<file path="config.mk">
export PLATFORM = sky130hd
export DESIGN_NAME = msp430_dec_top
export DESIGN_NICKNAME = d
export VERILOG_FILES = /design/src/rtl/msp430_isa_pkg.sv /design/src/rtl/msp430_dec_pkg.sv /design/src/rtl/msp430_dec_collect.sv /design/src/rtl/msp430_dec_dispatch.sv /design/src/rtl/msp430_dec_lane.sv /design/src/rtl/msp430_dec_top.sv
export SDC_FILE = /design/constraint.sdc
export NUM_CORES = 1
export LEC_CHECK = 0
export BUFFER_PORTS_ARGS = -buffer_cell sky130_fd_sc_hd__buf_2
export CAP_MARGIN = 10
export CORE_UTILIZATION = 36
export CTS_CLUSTER_SIZE = 28
export DETAILED_ROUTE_END_ITERATION = 10
export PLACE_DENSITY = 0.63
export SLEW_MARGIN = 20
export SYNTH_ARGS = -nofsm -noshare
export SYNTH_HDL_FRONTEND = slang
export SYNTH_SLANG_ARGS = --single-unit
</file>
<file path="constraint.sdc">
create_clock -name mclk_decode -period 8.4 [get_ports mclk_decode]
set_clock_uncertainty 0.05 [all_clocks]
set_input_delay 0.42 -clock mclk_decode [delete_from_list [all_inputs] [get_ports mclk_decode]]
set_output_delay 0.42 -clock mclk_decode [all_outputs]
set_load 0.02 [all_outputs]
</file>
<file path="src/rtl/msp430_isa_pkg.sv">
//--------------------------------------------------------------------------
// MSP430 instruction set definitions
// Views of one instruction word, bit positions of the one-hot decoded
// fields, constant-generator values and special register numbers
//--------------------------------------------------------------------------
`default_nettype none

package msp430_isa_pkg;

  // Two-operand format
  typedef struct packed {
    logic [3:0] opcode;
    logic [3:0] src;
    logic       ad;
    logic       bw;
    logic [1:0] as;
    logic [3:0] dst;
  } isa_to_t;

  // Single-operand format, register field doubles as source and destination
  typedef struct packed {
    logic [5:0] prefix;
    logic [2:0] op;
    logic       bw;
    logic [1:0] as;
    logic [3:0] reg_id;
  } isa_so_t;

  // Conditional jump, PC relative word offset
  typedef struct packed {
    logic [2:0] prefix;
    logic [2:0] cond;
    logic [9:0] offset;
  } isa_jmp_t;

  typedef union packed {
    isa_to_t  to;
    isa_so_t  so;
    isa_jmp_t jmp;
  } isa_word_t;

  // Instruction type one-hot
  localparam int TYPE_SO = 0, TYPE_JMP = 1, TYPE_TO = 2;

  // Single-operand one-hot, IRQ kept for encoding compatibility
  localparam int SO_RRC  = 0, SO_SWPB = 1, SO_RRA  = 2, SO_SXT = 3,
                 SO_PUSH = 4, SO_CALL = 5, SO_RETI = 6, SO_IRQ = 7;

  // Two-operand one-hot, opcode nibble 4 is bit 0
  localparam int TO_MOV = 0, TO_ADD  = 1,  TO_ADDC = 2,  TO_SUBC = 3,
                 TO_SUB = 4, TO_CMP  = 5,  TO_DADD = 6,  TO_BIT  = 7,
                 TO_BIC = 8, TO_BIS  = 9,  TO_XOR  = 10, TO_AND  = 11;

  // Addressing mode one-hot
  localparam int AM_DIR  = 0, AM_IDX = 1, AM_INDIR = 2, AM_INDIR_I = 3,
                 AM_SYMB = 4, AM_IMM = 5, AM_ABS   = 6, AM_CONST   = 7;

  // ALU control bits
  localparam int ALU_SRC_INV = 0, ALU_INC    = 1, ALU_INC_C  = 2,  ALU_ADD   = 3,
                 ALU_AND     = 4, ALU_OR     = 5, ALU_XOR    = 6,  ALU_DADD  = 7,
                 ALU_STAT_7  = 8, ALU_STAT_F = 9, ALU_SHIFT  = 10, ALU_NO_WR = 11;

  // Constant generator outputs
  localparam logic [15:0] CG_4  = 16'h0004;
  localparam logic [15:0] CG_8  = 16'h0008;
  localparam logic [15:0] CG_0  = 16'h0000;
  localparam logic [15:0] CG_1  = 16'h0001;
  localparam logic [15:0] CG_2  = 16'h0002;
  localparam logic [15:0] CG_M1 = 16'hffff;

  // Special registers
  localparam logic [3:0] REG_PC = 4'd0;
  localparam logic [3:0] REG_SP = 4'd1;
  localparam logic [3:0] REG_SR = 4'd2;
  localparam logic [3:0] REG_CG = 4'd3;

endpackage

`default_nettype wire

</file>
<file path="src/rtl/msp430_dec_pkg.sv">
//--------------------------------------------------------------------------
// Decoder datapath types
// Decoded record, lane count and the lane transfer structs
//--------------------------------------------------------------------------
`default_nettype none

package msp430_dec_pkg;
  import msp430_isa_pkg::*;

  // Lanes in flight, 1 to 4 supported
  localparam int DEC_LANES = 2;
  localparam int LANE_W    = (DEC_LANES > 1) ? $clog2(DEC_LANES) : 1;

  typedef logic [LANE_W-1:0] lane_idx_t;

  // One decoded instruction
  typedef struct packed {
    logic [2:0]  inst_type;
    logic [7:0]  inst_so;
    logic [7:0]  inst_jmp;
    logic        inst_mov;
    logic        inst_bw;
    logic [7:0]  inst_as;
    logic [7:0]  inst_ad;
    logic [1:0]  inst_sz;
    logic [15:0] inst_sext;
    logic [15:0] inst_src;
    logic [15:0] inst_dest;
    logic [11:0] inst_alu;
  } dec_rec_t;

  // Dispatcher to lane
  typedef struct packed {
    logic      load;
    isa_word_t word;
  } lane_load_t;

  // Lane to collector and dispatcher
  typedef struct packed {
    logic     full;
    dec_rec_t rec;
  } lane_out_t;

endpackage

`default_nettype wire

</file>
<file path="src/rtl/msp430_dec_collect.sv">
//--------------------------------------------------------------------------
// Decoder collector
// Drains the lanes in dispatch order and returns records on a four-phase
// req/ack port
//--------------------------------------------------------------------------
`default_nettype none

module msp430_dec_collect
  import msp430_dec_pkg::*;
(
  input  wire logic      mclk_decode,
  input  wire logic      puc_rst,
  input  wire lane_out_t i_lane_out [DEC_LANES],
  input  wire logic      i_ack,
  output logic           o_lane_release [DEC_LANES],
  output logic           o_req,
  output dec_rec_t       o_dec
);

  lane_idx_t ptr;
  logic      take;

  // Oldest lane holds a record and the port is idle
  assign take = i_lane_out[ptr].full & ~o_req & ~i_ack;

  //------------------------------------------------------------------------
  // Handshake and lane pointer
  //------------------------------------------------------------------------
  always_ff @(posedge mclk_decode or posedge puc_rst) begin
    if (puc_rst) begin
      o_req <= 1'b0;
      ptr   <= '0;
    end else if (take) begin
      o_req <= 1'b1;
      ptr   <= (ptr == lane_idx_t'(DEC_LANES - 1)) ? '0 : ptr + 1'b1;
    end else if (i_ack) begin
      o_req <= 1'b0;
    end
  end

  // Output holding register
  always_ff @(posedge mclk_decode) begin
    if (take)
      o_dec <= i_lane_out[ptr].rec;
  end

  // Free the lane as its record moves out
  for (genvar l = 0; l < DEC_LANES; l++) begin : g_rel
    assign o_lane_release[l] = take & (ptr == lane_idx_t'(l));

    ap_release_full: assert property (
      @(posedge mclk_decode) disable iff (puc_rst)
      o_lane_release[l] |-> i_lane_out[l].full
    ) else $error("Release toward empty lane %0d", l);
  end

  // Data must hold for the whole request phase
  ap_dec_stable: assert property (
    @(posedge mclk_decode) disable iff (puc_rst)
    o_req |=> $stable(o_dec)
  ) else $error("Decoded record changed during request");

endmodule

`default_nettype wire

</file>
<file path="src/rtl/msp430_dec_dispatch.sv">
//--------------------------------------------------------------------------
// Decoder dispatcher
// Accepts words on a four-phase req/ack port and loads them round-robin
// into the decode lanes
//--------------------------------------------------------------------------
`default_nettype none

module msp430_dec_dispatch
  import msp430_isa_pkg::*, msp430_dec_pkg::*;
(
  input  wire logic       mclk_decode,
  input  wire logic       puc_rst,
  input  wire logic       i_req,
  input  wire isa_word_t  i_word,
  input  wire lane_out_t  i_lane_out [DEC_LANES],
  output logic            o_ack,
  output lane_load_t      o_lane_load [DEC_LANES]
);

  lane_idx_t ptr;
  logic      load_go;

  // New request, not yet acked, target lane empty
  assign load_go = i_req & ~o_ack & ~i_lane_out[ptr].full;

  //------------------------------------------------------------------------
  // Handshake and lane pointer
  //------------------------------------------------------------------------
  always_ff @(posedge mclk_decode or posedge puc_rst) begin
    if (puc_rst) begin
      o_ack <= 1'b0;
      ptr   <= '0;
    end else if (load_go) begin
      o_ack <= 1'b1;
      // Wrap also for lane counts that are not a power of two
      ptr   <= (ptr == lane_idx_t'(DEC_LANES - 1)) ? '0 : ptr + 1'b1;
    end else if (!i_req) begin
      // Return to zero phase
      o_ack <= 1'b0;
    end
  end

  // Word fans out to all lanes, strobe only to the one at the pointer
  for (genvar l = 0; l < DEC_LANES; l++) begin : g_load
    assign o_lane_load[l] = '{load: load_go & (ptr == lane_idx_t'(l)), word: i_word};

    ap_load_empty: assert property (
      @(posedge mclk_decode) disable iff (puc_rst)
      o_lane_load[l].load |-> !i_lane_out[l].full
    ) else $error("Load strobe toward full lane %0d", l);
  end

  // Ack only answers a request seen one edge earlier
  ap_ack_after_req: assert property (
    @(posedge mclk_decode) disable iff (puc_rst)
    $rose(o_ack) |-> $past(i_req)
  ) else $error("Ack raised without request");

endmodule

`default_nettype wire

</file>
<file path="src/rtl/msp430_dec_lane.sv">
//--------------------------------------------------------------------------
// Decode lane
// Decodes one instruction word and holds the record until the collector
// releases it
//--------------------------------------------------------------------------
`default_nettype none

module msp430_dec_lane
  import msp430_isa_pkg::*, msp430_dec_pkg::*;
(
  input  wire logic       mclk_decode,
  input  wire logic       puc_rst,
  input  wire lane_load_t i_load,
  input  wire logic       i_release,
  output lane_out_t       o_lane
);

  isa_word_t   ir;
  logic [15:0] to_16;
  logic [11:0] to_nxt;
  logic [3:0]  src_reg;
  logic [1:0]  as_fld;
  logic        is_const;
  logic [15:0] cg_val;
  logic        src_ext;
  logic        dst_ext;
  dec_rec_t    rec_nxt;
  dec_rec_t    rec_q;
  logic        full_q;

  assign ir    = i_load.word;
  assign to_16 = 16'd1 << ir.to.opcode;

  //------------------------------------------------------------------------
  // Combinational decode
  //------------------------------------------------------------------------
  always_comb begin
    rec_nxt  = '0;
    is_const = 1'b0;
    cg_val   = CG_0;

    // Instruction type
    rec_nxt.inst_type[TYPE_TO]  = (ir.to.opcode[3:2] != 2'b00);
    rec_nxt.inst_type[TYPE_JMP] = (ir.jmp.prefix == 3'b001);
    rec_nxt.inst_type[TYPE_SO]  = (ir.jmp.prefix == 3'b000);

    // Opcode one-hots, no interrupt source in this decoder
    if (rec_nxt.inst_type[TYPE_SO])
      rec_nxt.inst_so = 8'd1 << ir.so.op;
    rec_nxt.inst_so[SO_IRQ] = 1'b0;
    if (rec_nxt.inst_type[TYPE_JMP])
      rec_nxt.inst_jmp = 8'd1 << ir.jmp.cond;
    to_nxt = rec_nxt.inst_type[TYPE_TO] ? to_16[15:4] : 12'h000;
    rec_nxt.inst_mov = to_nxt[TO_MOV];

    // As field sits at bits 5:4 in both operand formats
    as_fld = ir.to.as;

    // Source register field depends on format
    if (rec_nxt.inst_type[TYPE_SO]) begin
      src_reg = ir.so.reg_id;
    end else begin
      src_reg = ir.to.src;
    end

    // Source addressing mode
    if (rec_nxt.inst_type[TYPE_JMP]) begin
      rec_nxt.inst_as[AM_DIR] = 1'b1;
    end else if (src_reg == REG_CG) begin
      // R3 is a pure constant generator
      is_const = 1'b1;
      case (as_fld)
        2'b00:   cg_val = CG_0;
        2'b01:   cg_val = CG_1;
        2'b10:   cg_val = CG_2;
        default: cg_val = CG_M1;
      endcase
    end else if ((src_reg == REG_SR) && as_fld[1]) begin
      // R2 indirect modes give 4 and 8
      is_const = 1'b1;
      cg_val   = as_fld[0] ? CG_8 : CG_4;
    end else begin
      case (as_fld)
        2'b00: rec_nxt.inst_as[AM_DIR]   = 1'b1;
        2'b10: rec_nxt.inst_as[AM_INDIR] = 1'b1;
        2'b01: begin
          if (src_reg == REG_SR)      rec_nxt.inst_as[AM_ABS]  = 1'b1;
          else if (src_reg == REG_PC) rec_nxt.inst_as[AM_SYMB] = 1'b1;
          else                        rec_nxt.inst_as[AM_IDX]  = 1'b1;
        end
        default: begin
          if (src_reg == REG_PC) rec_nxt.inst_as[AM_IMM]     = 1'b1;
          else                   rec_nxt.inst_as[AM_INDIR_I] = 1'b1;
        end
      endcase
    end
    rec_nxt.inst_as[AM_CONST] = is_const;

    // Destination addressing mode, two-operand only
    if (rec_nxt.inst_type[TYPE_TO]) begin
      if (!ir.to.ad)              rec_nxt.inst_ad[AM_DIR]  = 1'b1;
      else if (ir.to.dst == REG_SR) rec_nxt.inst_ad[AM_ABS]  = 1'b1;
      else if (ir.to.dst == REG_PC) rec_nxt.inst_ad[AM_SYMB] = 1'b1;
      else                        rec_nxt.inst_ad[AM_IDX]  = 1'b1;
    end

    // Extension words
    src_ext = rec_nxt.inst_as[AM_IDX] | rec_nxt.inst_as[AM_SYMB] |
              rec_nxt.inst_as[AM_ABS] | rec_nxt.inst_as[AM_IMM];
    dst_ext = (rec_nxt.inst_ad[AM_IDX] | rec_nxt.inst_ad[AM_SYMB] |
               rec_nxt.inst_ad[AM_ABS]) & ~rec_nxt.inst_type[TYPE_SO];
    rec_nxt.inst_sz = {1'b0, src_ext} + {1'b0, dst_ext};

    // Constant value, or jump offset in bytes
    if (is_const)
      rec_nxt.inst_sext = cg_val;
    else if (rec_nxt.inst_type[TYPE_JMP])
      rec_nxt.inst_sext = {{5{ir.jmp.offset[9]}}, ir.jmp.offset, 1'b0};

    rec_nxt.inst_bw = ir.to.bw & ~rec_nxt.inst_type[TYPE_JMP];

    // Register one-hots
    if (rec_nxt.inst_type[TYPE_JMP])
      rec_nxt.inst_dest = 16'd1 << REG_PC;
    else if (rec_nxt.inst_so[SO_PUSH] | rec_nxt.inst_so[SO_CALL])
      rec_nxt.inst_dest = 16'd1 << REG_SP;
    else
      rec_nxt.inst_dest = 16'd1 << ir.to.dst;

    if (rec_nxt.inst_type[TYPE_TO])
      rec_nxt.inst_src = 16'd1 << ir.to.src;
    else if (rec_nxt.inst_so[SO_RETI])
      rec_nxt.inst_src = 16'd1 << REG_SP;
    else if (rec_nxt.inst_type[TYPE_SO])
      rec_nxt.inst_src = 16'd1 << ir.so.reg_id;

    // ALU control
    rec_nxt.inst_alu[ALU_SRC_INV] = to_nxt[TO_SUB] | to_nxt[TO_SUBC] |
                                    to_nxt[TO_CMP] | to_nxt[TO_BIC];
    rec_nxt.inst_alu[ALU_INC]     = to_nxt[TO_SUB] | to_nxt[TO_CMP];
    rec_nxt.inst_alu[ALU_INC_C]   = to_nxt[TO_ADDC] | to_nxt[TO_DADD] | to_nxt[TO_SUBC];
    rec_nxt.inst_alu[ALU_ADD]     = to_nxt[TO_ADD] | to_nxt[TO_ADDC] | to_nxt[TO_SUB] |
                                    to_nxt[TO_SUBC] | to_nxt[TO_CMP] |
                                    rec_nxt.inst_type[TYPE_JMP] | rec_nxt.inst_so[SO_RETI];
    rec_nxt.inst_alu[ALU_AND]     = to_nxt[TO_AND] | to_nxt[TO_BIC] | to_nxt[TO_BIT];
    rec_nxt.inst_alu[ALU_OR]      = to_nxt[TO_BIS];
    rec_nxt.inst_alu[ALU_XOR]     = to_nxt[TO_XOR];
    rec_nxt.inst_alu[ALU_DADD]    = to_nxt[TO_DADD];
    rec_nxt.inst_alu[ALU_STAT_7]  = to_nxt[TO_BIT] | to_nxt[TO_AND] | rec_nxt.inst_so[SO_SXT];
    rec_nxt.inst_alu[ALU_STAT_F]  = to_nxt[TO_ADD] | to_nxt[TO_ADDC] | to_nxt[TO_SUB] |
                                    to_nxt[TO_SUBC] | to_nxt[TO_CMP] | to_nxt[TO_DADD] |
                                    to_nxt[TO_BIT] | to_nxt[TO_XOR] | to_nxt[TO_AND] |
                                    rec_nxt.inst_so[SO_RRC] | rec_nxt.inst_so[SO_RRA] |
                                    rec_nxt.inst_so[SO_SXT];
    rec_nxt.inst_alu[ALU_SHIFT]   = rec_nxt.inst_so[SO_RRC] | rec_nxt.inst_so[SO_RRA];
    rec_nxt.inst_alu[ALU_NO_WR]   = to_nxt[TO_CMP] | to_nxt[TO_BIT];
  end

  //------------------------------------------------------------------------
  // Record and occupancy
  //------------------------------------------------------------------------
  always_ff @(posedge mclk_decode) begin
    if (i_load.load)
      rec_q <= rec_nxt;
  end

  always_ff @(posedge mclk_decode or posedge puc_rst) begin
    if (puc_rst)
      full_q <= 1'b0;
    else if (i_load.load)
      full_q <= 1'b1;
    else if (i_release)
      full_q <= 1'b0;
  end

  assign o_lane = '{full: full_q, rec: rec_q};

  // Dispatcher must wait for the collector to drain this lane
  ap_no_overwrite: assert property (
    @(posedge mclk_decode) disable iff (puc_rst)
    i_load.load |-> !full_q
  ) else $error("Lane loaded while still full");

endmodule

`default_nettype wire

</file>
<file path="src/rtl/msp430_dec_top.sv">
//--------------------------------------------------------------------------
// Instruction decoder top
// Dispatcher, parallel decode lanes and in-order collector
//--------------------------------------------------------------------------
`default_nettype none

module msp430_dec_top
  import msp430_isa_pkg::*, msp430_dec_pkg::*;
(
  input  wire logic      mclk_decode,
  input  wire logic      puc_rst,
  input  wire logic      i_req,
  input  wire isa_word_t i_word,
  input  wire logic      i_ack,
  output logic           o_ack,
  output logic           o_req,
  output dec_rec_t       o_dec
);

  lane_load_t lane_load    [DEC_LANES];
  lane_out_t  lane_out     [DEC_LANES];
  logic       lane_release [DEC_LANES];

  msp430_dec_dispatch msp430_dec_dispatch_inst (
    .mclk_decode (mclk_decode),
    .puc_rst     (puc_rst),
    .i_req       (i_req),
    .i_word      (i_word),
    .i_lane_out  (lane_out),
    .o_ack       (o_ack),
    .o_lane_load (lane_load)
  );

  // Decode lanes
  for (genvar l = 0; l < DEC_LANES; l++) begin : g_lane
    msp430_dec_lane msp430_dec_lane_inst (
      .mclk_decode (mclk_decode),
      .puc_rst     (puc_rst),
      .i_load      (lane_load[l]),
      .i_release   (lane_release[l]),
      .o_lane      (lane_out[l])
    );
  end

  msp430_dec_collect msp430_dec_collect_inst (
    .mclk_decode    (mclk_decode),
    .puc_rst        (puc_rst),
    .i_lane_out     (lane_out),
    .i_ack          (i_ack),
    .o_lane_release (lane_release),
    .o_req          (o_req),
    .o_dec          (o_dec)
  );

endmodule

`default_nettype wire

</file>
# Word-level counts from Yosys, hierarchy flattened
# Index checks and enable logic that the tools add are counted.
# word_totals
register_bits,293
inputBits,20
elab_cells,183
out_inout_bits,101
# classes
n_shift,5
n_bitwise,51
n_reduce_logical,10
n_addsub,3
order_cmp,2
mux,63
n_eq_ne,7
# ops
op,count
2-to-1 mux 100 bit,6
2-to-1 mux 16 bit,10
case mux 16 bit (3 select lines),1
left shift 1 x 4 -> 16 bit (first input constant),3
2-to-1 mux 1 bit,37
OR 1 bit,31
2-to-1 mux 7 bit,3
equality test 4 x 2 -> 1 bit (second input constant),3
2-to-1 mux 12 bit,1
bitwise AND 1 bit,10
zero test 4 bit,2
2-to-1 mux 4 bit,2
2-to-1 mux 8 bit,1
NOT 1 bit,8
nonzero test 2 bit,4
left shift 1 x 3 -> 8 bit (first input constant),1
left shift 1 x 3 -> 7 bit (first input constant),1
2-to-1 mux 6 bit,1
greater-or-equal comparator 2 bit (second input constant),2
NOT 1 -> 2 bit,2
equality test 3 x 1 -> 1 bit (second input constant),1
zero test 3 bit,1
OR reduction 3 bit,1
adder 1 bit (second input constant),2
7 further kinds,7

# Longest topological paths before layout
# Gate-level depths: netlist of the first run.
# logic_depth
word_depth,13
depth_mapped,7
mapped_depth_nobuf,6

# Cells and area by module
# From an unflattened synthesis of the first run, not the netlist that was laid out.
# unflattened
cells_unflattened,871
hier_area_um2,12509.5
# by_module_without_submodules
module,instances,area_each_um2,cells_per_inst
msp430_dec_collect,1,4305.4,221
msp430_dec_lane (g_lane[1].msp430_dec_lane_inst),1,3932.5,303
msp430_dec_lane (g_lane[0].msp430_dec_lane_inst),1,3921.3,305
msp430_dec_dispatch,1,350.3,42

# Worst setup path after synthesis of the first run
# No wires, ideal clock.
# synth_path
path_kind,register -> register
startpoint,register msp430_dec_dispatch_inst.o_ack
endpoint,register g_lane[1].msp430_dec_lane_inst.rec_q (netlist bit g_lane[1].msp430_dec_lane_inst.o_lane[0]) (enable)
arrival_time_ns,7.243
required_ns,7.681
setup_slack_ns,0.438
setup_ns,0.669
path_stages_with_launch,3
cell_sequence,dfrtp_1 nand2b_1 nor3b_1
# synth_lines
item,line_no,rtl
start: declaration,msp430_dec_dispatch.sv:16,"output logic o_ack,"
start signal: assignment,msp430_dec_dispatch.sv:31,o_ack <= 1'b0;
start signal: assignment,msp430_dec_dispatch.sv:34,o_ack <= 1'b1;
start signal: assignment,msp430_dec_dispatch.sv:39,o_ack <= 1'b0;
end signal: assignment,msp430_dec_lane.sv:164,rec_q <= rec_nxt;
end: declaration,msp430_dec_lane.sv:28,dec_rec_t rec_q;

# Final worst setup path of the first run
# layout_path
startpoint,register msp430_dec_collect_inst.ptr
endpoint,register msp430_dec_collect_inst.o_dec[61] (netlist name)
# layout_between
elab_chain_len,6
# layout_rtl
item,line_no,rtl
start: declaration,msp430_dec_collect.sv:20,lane_idx_t ptr;
start signal: assignment,msp430_dec_collect.sv:35,ptr <= (ptr == lane_idx_t'(DEC_LANES - 1)) ? '0 : ptr + 1'b1;
NOT 1 -> 2 bit (not written as such),msp430_dec_collect.sv:24,assign take = i_lane_out[ptr].full & ~o_req & ~i_ack;
2-to-1 mux 100 bit,--,
2-to-1 mux 100 bit (not written as such) (2 in a row),msp430_dec_collect.sv:24,
bitwise AND 1 bit (2 in a row),msp430_dec_collect.sv:24,
via msp430_dec_collect_inst.take,msp430_dec_collect.sv:21,logic take;
# The timed path passes the listed nets, and every way through them passes these cells. The select of a mux whose other input is x is not followed.
# A chain may end at the register's enable or synchronous reset.

==> summary.txt, run 1 <==
STA
  • Final setup violation count: 0
  • Slew headroom: 0.532
  • Setup_tns: 0 ns
  • Peak Freq: 357 MHz
  • Tightest Pin Transition: 0.702 ns
  • Crit path time final: 2.80 ns
  • Final hold viol count: 0
  • Fin crit share: 0.334
  • Max-slew violation count: 0
  • RSZ-0062 raised after global routing: false

GRT
  • Global Route Usage Sum: 0.135
  • GR Util met2: 0.220
  • Antenna violations before repair: 1
  • First-pass GRT wire length: 31200 um
  • Vias in the first global route: 5300
  • Global route total overflow: 0
  • Met1 GRT Util: 0.189
  • GR peak layer: met2
  • GRT met3 Usage: 0.0218
  • Largest net degree at the start of global routing: 54

Critical path
  • Slowest-stage cell, CP: dfrtp_4
  • R2r setup slk: 5.60 ns
  • Most used cell, CP: buf_4
  • Worst Path Max Fanout: 53
  • Critical path, cell by cell: mux2i_1 -> nor3_2 -> buf_4 -> buf_4
  • CP Class: reg2reg
  • CP startpoint kind: flop
  • Top delay family on crit path: buffers and inverters
  • Worst path max stage delay: 0.82 ns
  • Worst EP required: 8.49 ns
  • Reg2reg path depth: 4
  • Critical path arrival: 2.89 ns
  • R2R Path Start: msp430_dec_collect_inst.ptr$_DFFE_PP0P_
  • Worst Setup End Kind: flop
  • Crit path buf inv count: 2
  • Crit Reg-Reg Endpoint: msp430_dec_collect_inst.o_dec[61]$_DFFE_PP_

Run status
  • Run status: finished clean

Logic synthesis
  • Mean Syn Cell Area: 17.7 um2
  • Cells after synthesis: 593
  • Post-synth EDFFs: 267
  • Post-synthesis sequential area ratio: 0.778
  • Synth cell types: 49
  • Area leader, netlist: edfxtp_1
  • Post-synth top area share: 0.763
  • Most used DFF post-synth: edfxtp_1
  • Area contributors post-synth: edfxtp_1 (76%), mux2_2 (9.5%), dfrtp_1 (1.4%)
  • Async S/R FF share, synth: 0.0220
  • Synthesized flop and latch total: 273
  • Warnings from Yosys: 0
  • Mapped cell area: 10500 um2
  • Most frequent cell after synthesis: edfxtp_1
  • Post-synth top cells: edfxtp_1 (267), mux2_2 (89), nor2_1 (36), nand2_1 (28), o22ai_1 (15)

Layout
  • Final Cell Area: 12200 um2
  • # diodes: 0
  • FILL cells: 2606
  • Layout cells sized above 1: 0.356
  • Final #Nets: 729
  • Layout area overhead: 16.3%

Die
  • Die X: 173 um
  • Initial Utilization: 0.366
  • Die Y: 173 um
  • Core area: 28700 um2
  • DIE AREA: 29900 um2
  • Boundary pin count: 121
  • FP Rows: 62

Place
  • Dpl hpwl: 13100 um
  • Count of input and output buffers: 115
  • Gpl congestion: 0.813
  • Post-Place Cell Area: 11400 um2

Worst hold path
  • Hold WC Path Type: in2reg
  • Hold Crit Depth: 2
  • Hold worst-path end: msp430_dec_collect_inst.o_req$_DFFE_PP0P_
  • HP Start: i_ack

Power and ir drop
  • VDD IR max: 0.181 mV
  • P_leak: 0.00431 uW
  • Clk pwr share: 0.282
  • Combinational share of power: 0.207
  • Sw Share: 0.277
  • Cell Pwr Density: 313 nW/um2
  • Sw power: 1060 uW
  • Power Internal: 2770 uW
  • Sequential Power Share: 0.510

Routing
  • Vias/cell: 4.74
  • WL/cell: 18.3 um
  • DRC: 0
  • Drt pass-1 iters: 4
  • Vias: 5261
  • Initial DRC count: 463
  • Antenna viol nets, final: 0
  • Final WL: 20300 um

CTS
  • Worst skew pair latency: 0.51 ns
  • Post-CTS Setup Bufs: 0
  • CTS H-tree depth: 1
  • Clk pin slew, worst setup/hold paths: 0.06 ns
  • Clk Tree Root Cell: clkbuf_16
  • CTS tree: yes
  • Longest Clk Path Bufs: 3
  • CTS Buf Count: 26
  • Cts repair resizes: 0
  • Clock sinks: 273

Flow run
  • Max-cap violations: 0
[per-stage QoR]
step	hold WS (ns)	util	instances	setup WS [ns]	total power, uW
3_5_place_dp	0.317	0.398	1063	5.56	2790
4_1_cts	0.0895	0.426	1109	5.55	3880
5_1_grt	0.0821	0.426	1109	5.43	3990
6_report	0.0890	0.426	1109	5.60	3830
3_3_place_gp	0.315	0.398	1063	5.59	2790
2_1_floorplan	0.161	-	597	0.438	2580
[final cells by class]
cell class              count  area (um2)  share of cell area
flip-flops and latches    273        8170               0.669
multi-input cells         275        2110               0.172
clock buffers              38         727              0.0595
repair buffers            123         638              0.0522
well taps                 384         480              0.0393
clock inverters             7        55.1             0.00451
inverters                   9        35.0             0.00287
[routing by layer]
layer / vias to the layer above / part of all wire
met5: - / 0.00039
met4: 2 / 0.015
met3: 27 / 0.041
met2: 121 / 0.48
met1: 2637 / 0.47
li1: 2474 / -
[cells in the final DEF (no fill, tap or decap), types with 2 or more instances in the layout]
cell type / instances
nand3b_1: 2
nor2_1: 36
buf_4: 7
or3_1: 3
nor2b_1: 6
mux2_2: 89
o22ai_1: 15
a21boi_0: 2
o31ai_1: 2
buf_2: 115
edfxtp_1: 267
nor3_1: 12
a21oi_1: 4
o221ai_1: 2
nand2_1: 28
nand3_1: 3
dfrtp_1: 5
clkbuf_16: 27
nor3_2: 2
and2_1: 4
clkinv_2: 3
mux2i_1: 5
nor3b_1: 3
clkbuf_1: 10
nand2b_1: 11
o21a_1: 2
clkinv_1: 4
nor4bb_1: 2
inv_1: 8
o21ai_0: 8
and3_1: 3
nor4_1: 3
a21o_1: 6
conb_1: 5
[registers in the layout, summed over array words and instances (netlist names)]
| signal | cells |
|---|---|
| msp430_dec_collect_inst.ptr | 1 |
| msp430_dec_collect_inst.o_dec | 89 |
| msp430_dec_dispatch_inst.ptr | 1 |
| msp430_dec_dispatch_inst.o_ack | 1 |
| msp430_dec_collect_inst.o_req | 1 |
| g_lane.msp430_dec_lane_inst.o_lane | 178 |
| g_lane.msp430_dec_lane_inst.full_q | 2 |
[worst max path at each step]
stage / to / depth (start not counted) / slack (ns) / start
finish: msp430_dec_collect_inst.o_dec[61]$_DFFE_PP_ / 4 / 5.60 / msp430_dec_collect_inst.ptr$_DFFE_PP0P_
global route: msp430_dec_collect_inst.o_dec[61]$_DFFE_PP_ / 4 / 5.43 / msp430_dec_collect_inst.ptr$_DFFE_PP0P_
global placement: msp430_dec_collect_inst.o_dec[74]$_DFFE_PP_ / 4 / 5.59 / msp430_dec_collect_inst.ptr$_DFFE_PP0P_
floorplan: g_lane[1].msp430_dec_lane_inst.o_lane[0]$_DFFE_PP_ / 2 / 0.44 / msp430_dec_dispatch_inst.o_ack$_DFFE_PP0P_
detailed placement: msp430_dec_collect_inst.o_dec[74]$_DFFE_PP_ / 4 / 5.56 / msp430_dec_collect_inst.ptr$_DFFE_PP0P_
CTS: msp430_dec_collect_inst.o_dec[74]$_DFFE_PP_ / 4 / 5.55 / msp430_dec_collect_inst.ptr$_DFFE_PP0P_
[worst reg2reg max path, delay by kind of cell, from the launching register on]
kind | cells | cell delay (ns)
buffers and inverters | 2 | 1.15
and+or+nand+nor | 1 | 0.14
DFF | 1 | 0.82
muxes | 1 | 0.20
[logic make-up after synthesis]
group                      after synthesis  share of synthesized area
AOI/OAI and AO/OA                       46                     0.0297
xor gates and xnor gates                 1                   0.000834
adders and majority gates                1                    0.00119
buffers and inverters                   49                     0.0248
DFF                                    273                      0.778
muxes                                   96                      0.104
other                                    1                   0.000357
and+or+nand+nor                        126                     0.0618
[what timing repair did]
action,CTS,global route
endpoints found under the hold margin,6,0
hold buffers,1,0
setup endpoints to repair,0,0
[power groups by stage]
| stage | Sequential [uW] | Combinational (uW) | Clock (uW) |
|---|---|---|---|
| global placement | 1980 | 805 | 0 |
| finish | 1950 | 794 | 1080 |
| global route | 1980 | 851 | 1160 |
| CTS | 1960 | 814 | 1100 |
| floorplan | 2130 | 452 | 0 |
| detailed placement | 1980 | 808 | 0 |
(Power assumes the default switching activity.)
==> inputs of run 2 (changes only) <==
Clock period 8.4 ns to 2.3 ns, I/O delays scaled along.
==> run 2 against run 1 <==
Effect of this change: the run now ends with DRC left; sequential share of layout area is 1.8 points lower; non-clock buffer count is 17 higher; critical path depth is 4 higher; critical path type is now in2reg; highest routed layer unchanged; clock power grew to 4.0 times the previous value; utilization is 1.2 points higher; worst hold slack worse by 0.064 ns; via count is 3.4% higher; global-route usage is 0.52 points higher; sequential cell count stayed put; largest power group unchanged.
==> summary.txt, run 2 (synthesis results as in run 1) <==
Place
  • Dpl hpwl: 13600 um (+3.4%)
  • Place WS: 0.258 ns (-5.31 ns)
  • Count of input and output buffers: 115 (unchanged)
  • Gpl congestion: 0.817 (+0.45%)
  • Post-Place Cell Area: 11600 um2 (+1.1%)

STA
  • RSZ-0062 raised after global routing: false
  • Final setup violation count: 0 (unchanged)
  • Fin crit share: 0.903
  • Tightest Pin Transition: 0.657 ns (-0.0444 ns)
  • Setup ws final: 0.222 ns (-5.37 ns)
  • Peak Freq: 481 MHz
  • Max-slew violation count: 0 (unchanged)
  • Worst hold slack: 0.0250 ns (-0.0640 ns)
  • Crit path time final: 2.08 ns
  • Slew headroom: 0.562 (+0.0296)
  • Final hold viol count: 0 (unchanged)

Power and ir drop
  • Power, Total: 14500 uW (+280%)
  • Sw power: 4060 uW (+280%)
  • Sw Share: 0.281 (+0.00353)
  • P_leak: 0.00444 uW (+3.2%)
  • Cell Pwr Density: 1150 nW/um2 (+270%)
  • Power Internal: 10400 uW (+280%)
  • Sequential Power Share: 0.483 (-0.027)
  • VDD IR max: 0.740 mV (+310%)
  • Clk pwr share: 0.295 (+0.013)
  • Combinational share of power: 0.223 (+0.016)

Critical path
  • CP Class: in2reg
  • Worst Setup End Kind: flop
  • Worst Path Max Fanout: 12 (-77%)
  • Critical path arrival: 2.30 ns (-0.59 ns)
  • CP startpoint kind: primary input
  • Worst EP required: 2.52 ns (-5.97 ns)

Die
  • DIE AREA: 29900 um2 (unchanged)
  • Boundary pin count: 121 (unchanged)
  • FP Rows: 62 (unchanged)
  • Die Y: 173 um (unchanged)
  • Initial Utilization: 0.366 (unchanged)
  • Die X: 173 um (unchanged)
  • Core area: 28700 um2 (unchanged)

CTS
  • CTS Buf Count: 28 (+7.7%)
  • Longest Clk Path Bufs: 3 (unchanged)
  • Clk Tree Root Cell: clkbuf_16
  • CTS H-tree depth: 1 (unchanged)
  • Cts repair resizes: 0 (unchanged)
  • Post-CTS Setup Bufs: 0 (unchanged)
  • Worst skew pair latency: 0.55 ns (+0.04 ns)
  • CTS tree: yes
  • Clock sinks: 273 (unchanged)
  • Clk pin slew, worst setup/hold paths: 0.06 ns (about the same)

Layout
  • Most frequent cells in the layout: edfxtp_1 (267), buf_2 (115), mux2_2 (89), nor2_1 (36)
  • Final Cell Area: 12500 um2 (+2.8%)
  • Commonest non-fill, non-tap cell in the layout: edfxtp_1
  • # diodes: 0 (unchanged)
  • Final #Nets: 748 (+2.6%)
  • Layout area overhead: 19.5%
  • FILL cells: 2557 (-1.9%)
  • Util after Layout: 0.437 (+0.0117)
  • Layout cells sized above 1: 0.362 (+0.00644)
  • Max reg flops: 178 (unchanged)

Routing
  • Antenna viol nets, final: 0 (unchanged)
  • Vias: 5442 (+3.4%)
  • Drt pass-1 iters: 7 (+3)
  • Vias/cell: 4.81 (+1.3%)
  • Final WL: 21100 um (+3.7%)
  • WL/cell: 18.6 um (+1.6%)
  • DRC: 1 (+1)
  • Initial DRC count: 487 (+5.2%)

GRT
  • Global route total overflow: 0 (unchanged)
  • Global Route Usage Sum: 0.140 (+0.00515)
  • Antenna violations before repair: 2 (+1)
  • Vias in the first global route: 5446 (+2.8%)
  • First-pass GRT wire length: 32200 um (+3.3%)
  • Largest net degree at the start of global routing: 93 (+72%)

Flow run
  • Max-cap violations: 0 (unchanged)

Run status
  • Violated checks: DRC
  • Run status: complete, but fails checks

Worst hold path
  • Hold WC Path Type: in2reg
## run 2: changes by cell type in the layout (fill, tap and decap cells not counted), sizes merged
| cell | change |
|---|---|
| dlygate4sd3 | +12 |
| buf | +5 |
| clkinv | +4 |
| bufinv | +1 |
| clkbuf | -1 |
| clkinvlp | +1 |
| inv | +1 |
## run 2: timing repair
action,CTS,global route
hold buffers,13,0
endpoints found under the setup margin,0,0
endpoints found under the hold margin,36,0
## run 2: power groups by stage
stage | registers, uW | clock network [uW] | logic [uW]
after CTS | 7000 | 4370 | 3300
final | 6980 | 4270 | 3220
after global placement | 7070 | 0 | 3260
after detailed placement | 7090 | 0 | 3260
after global routing | 7070 | 4570 | 3460
after floorplan | 7630 | 0 | 1690
## run 2: final timing paths
| check | from | to | slack, ns | cells after the start |
|---|---|---|---|---|
| worst max-delay path | i_word[14] | g_lane[1].msp430_dec_lane_inst.o_lane[60]$_DFFE_PP_ | 0.22 | 8 |
| worst min-delay path | i_word[0] | g_lane[1].msp430_dec_lane_inst.o_lane[45]$_DFFE_PP_ | 0.02 | 3 |
| worst max register to register | msp430_dec_collect_inst.ptr$_DFFE_PP0P_ | msp430_dec_collect_inst.o_dec[60]$_DFFE_PP_ | 0.56 | 2 |
| worst min register to register | g_lane[1].msp430_dec_lane_inst.o_lane[8]$_DFFE_PP_ | msp430_dec_collect_inst.o_dec[8]$_DFFE_PP_ | 0.49 | 1 |
| max in group asynchronous | puc_rst | msp430_dec_collect_inst.ptr$_DFFE_PP0P_ | 1.42 | 4 |
| min in group asynchronous | puc_rst | msp430_dec_collect_inst.o_req$_DFFE_PP0P_ | 0.56 | 4 |
## run 2: layer usage
metal	vias up	routed length (um)	global-route usage
met5	-	10	0
met4	2	445	0.0468
met3	34	1340	0.0297
met2	169	9910	0.222
met1	2715	9360	0.192
li1	2522	-	-
## run 2: critical path, stage by stage
cell and delay (ns):
dlygate4sd3_1 0.54, buf_2 0.18, or3_4 0.50, clkinv_2 0.14
mux2i_1 0.24, nand2b_1 0.12, o22ai_1 0.19, ha_1 0.27
## run 2: layout make-up
| class | instances | area [um2] | area share |
|---|---|---|---|
| inverters | 9 | 35.0 | 0.00279 |
| flip-flops and latches | 273 | 8170 | 0.651 |
| clock inverters | 14 | 133 | 0.0106 |
| clock buffers | 37 | 734 | 0.0585 |
| repair buffers | 140 | 858 | 0.0684 |
| multi-input cells | 275 | 2140 | 0.170 |
| well taps | 384 | 480 | 0.0383 |
## run 2: stage by stage
stage          cells  setup TNS, ns
2_1_floorplan    597        -266.79
3_3_place_gp    1068              0
3_5_place_dp    1068              0
4_1_cts         1132              0
5_1_grt         1132              0
6_report        1132              0
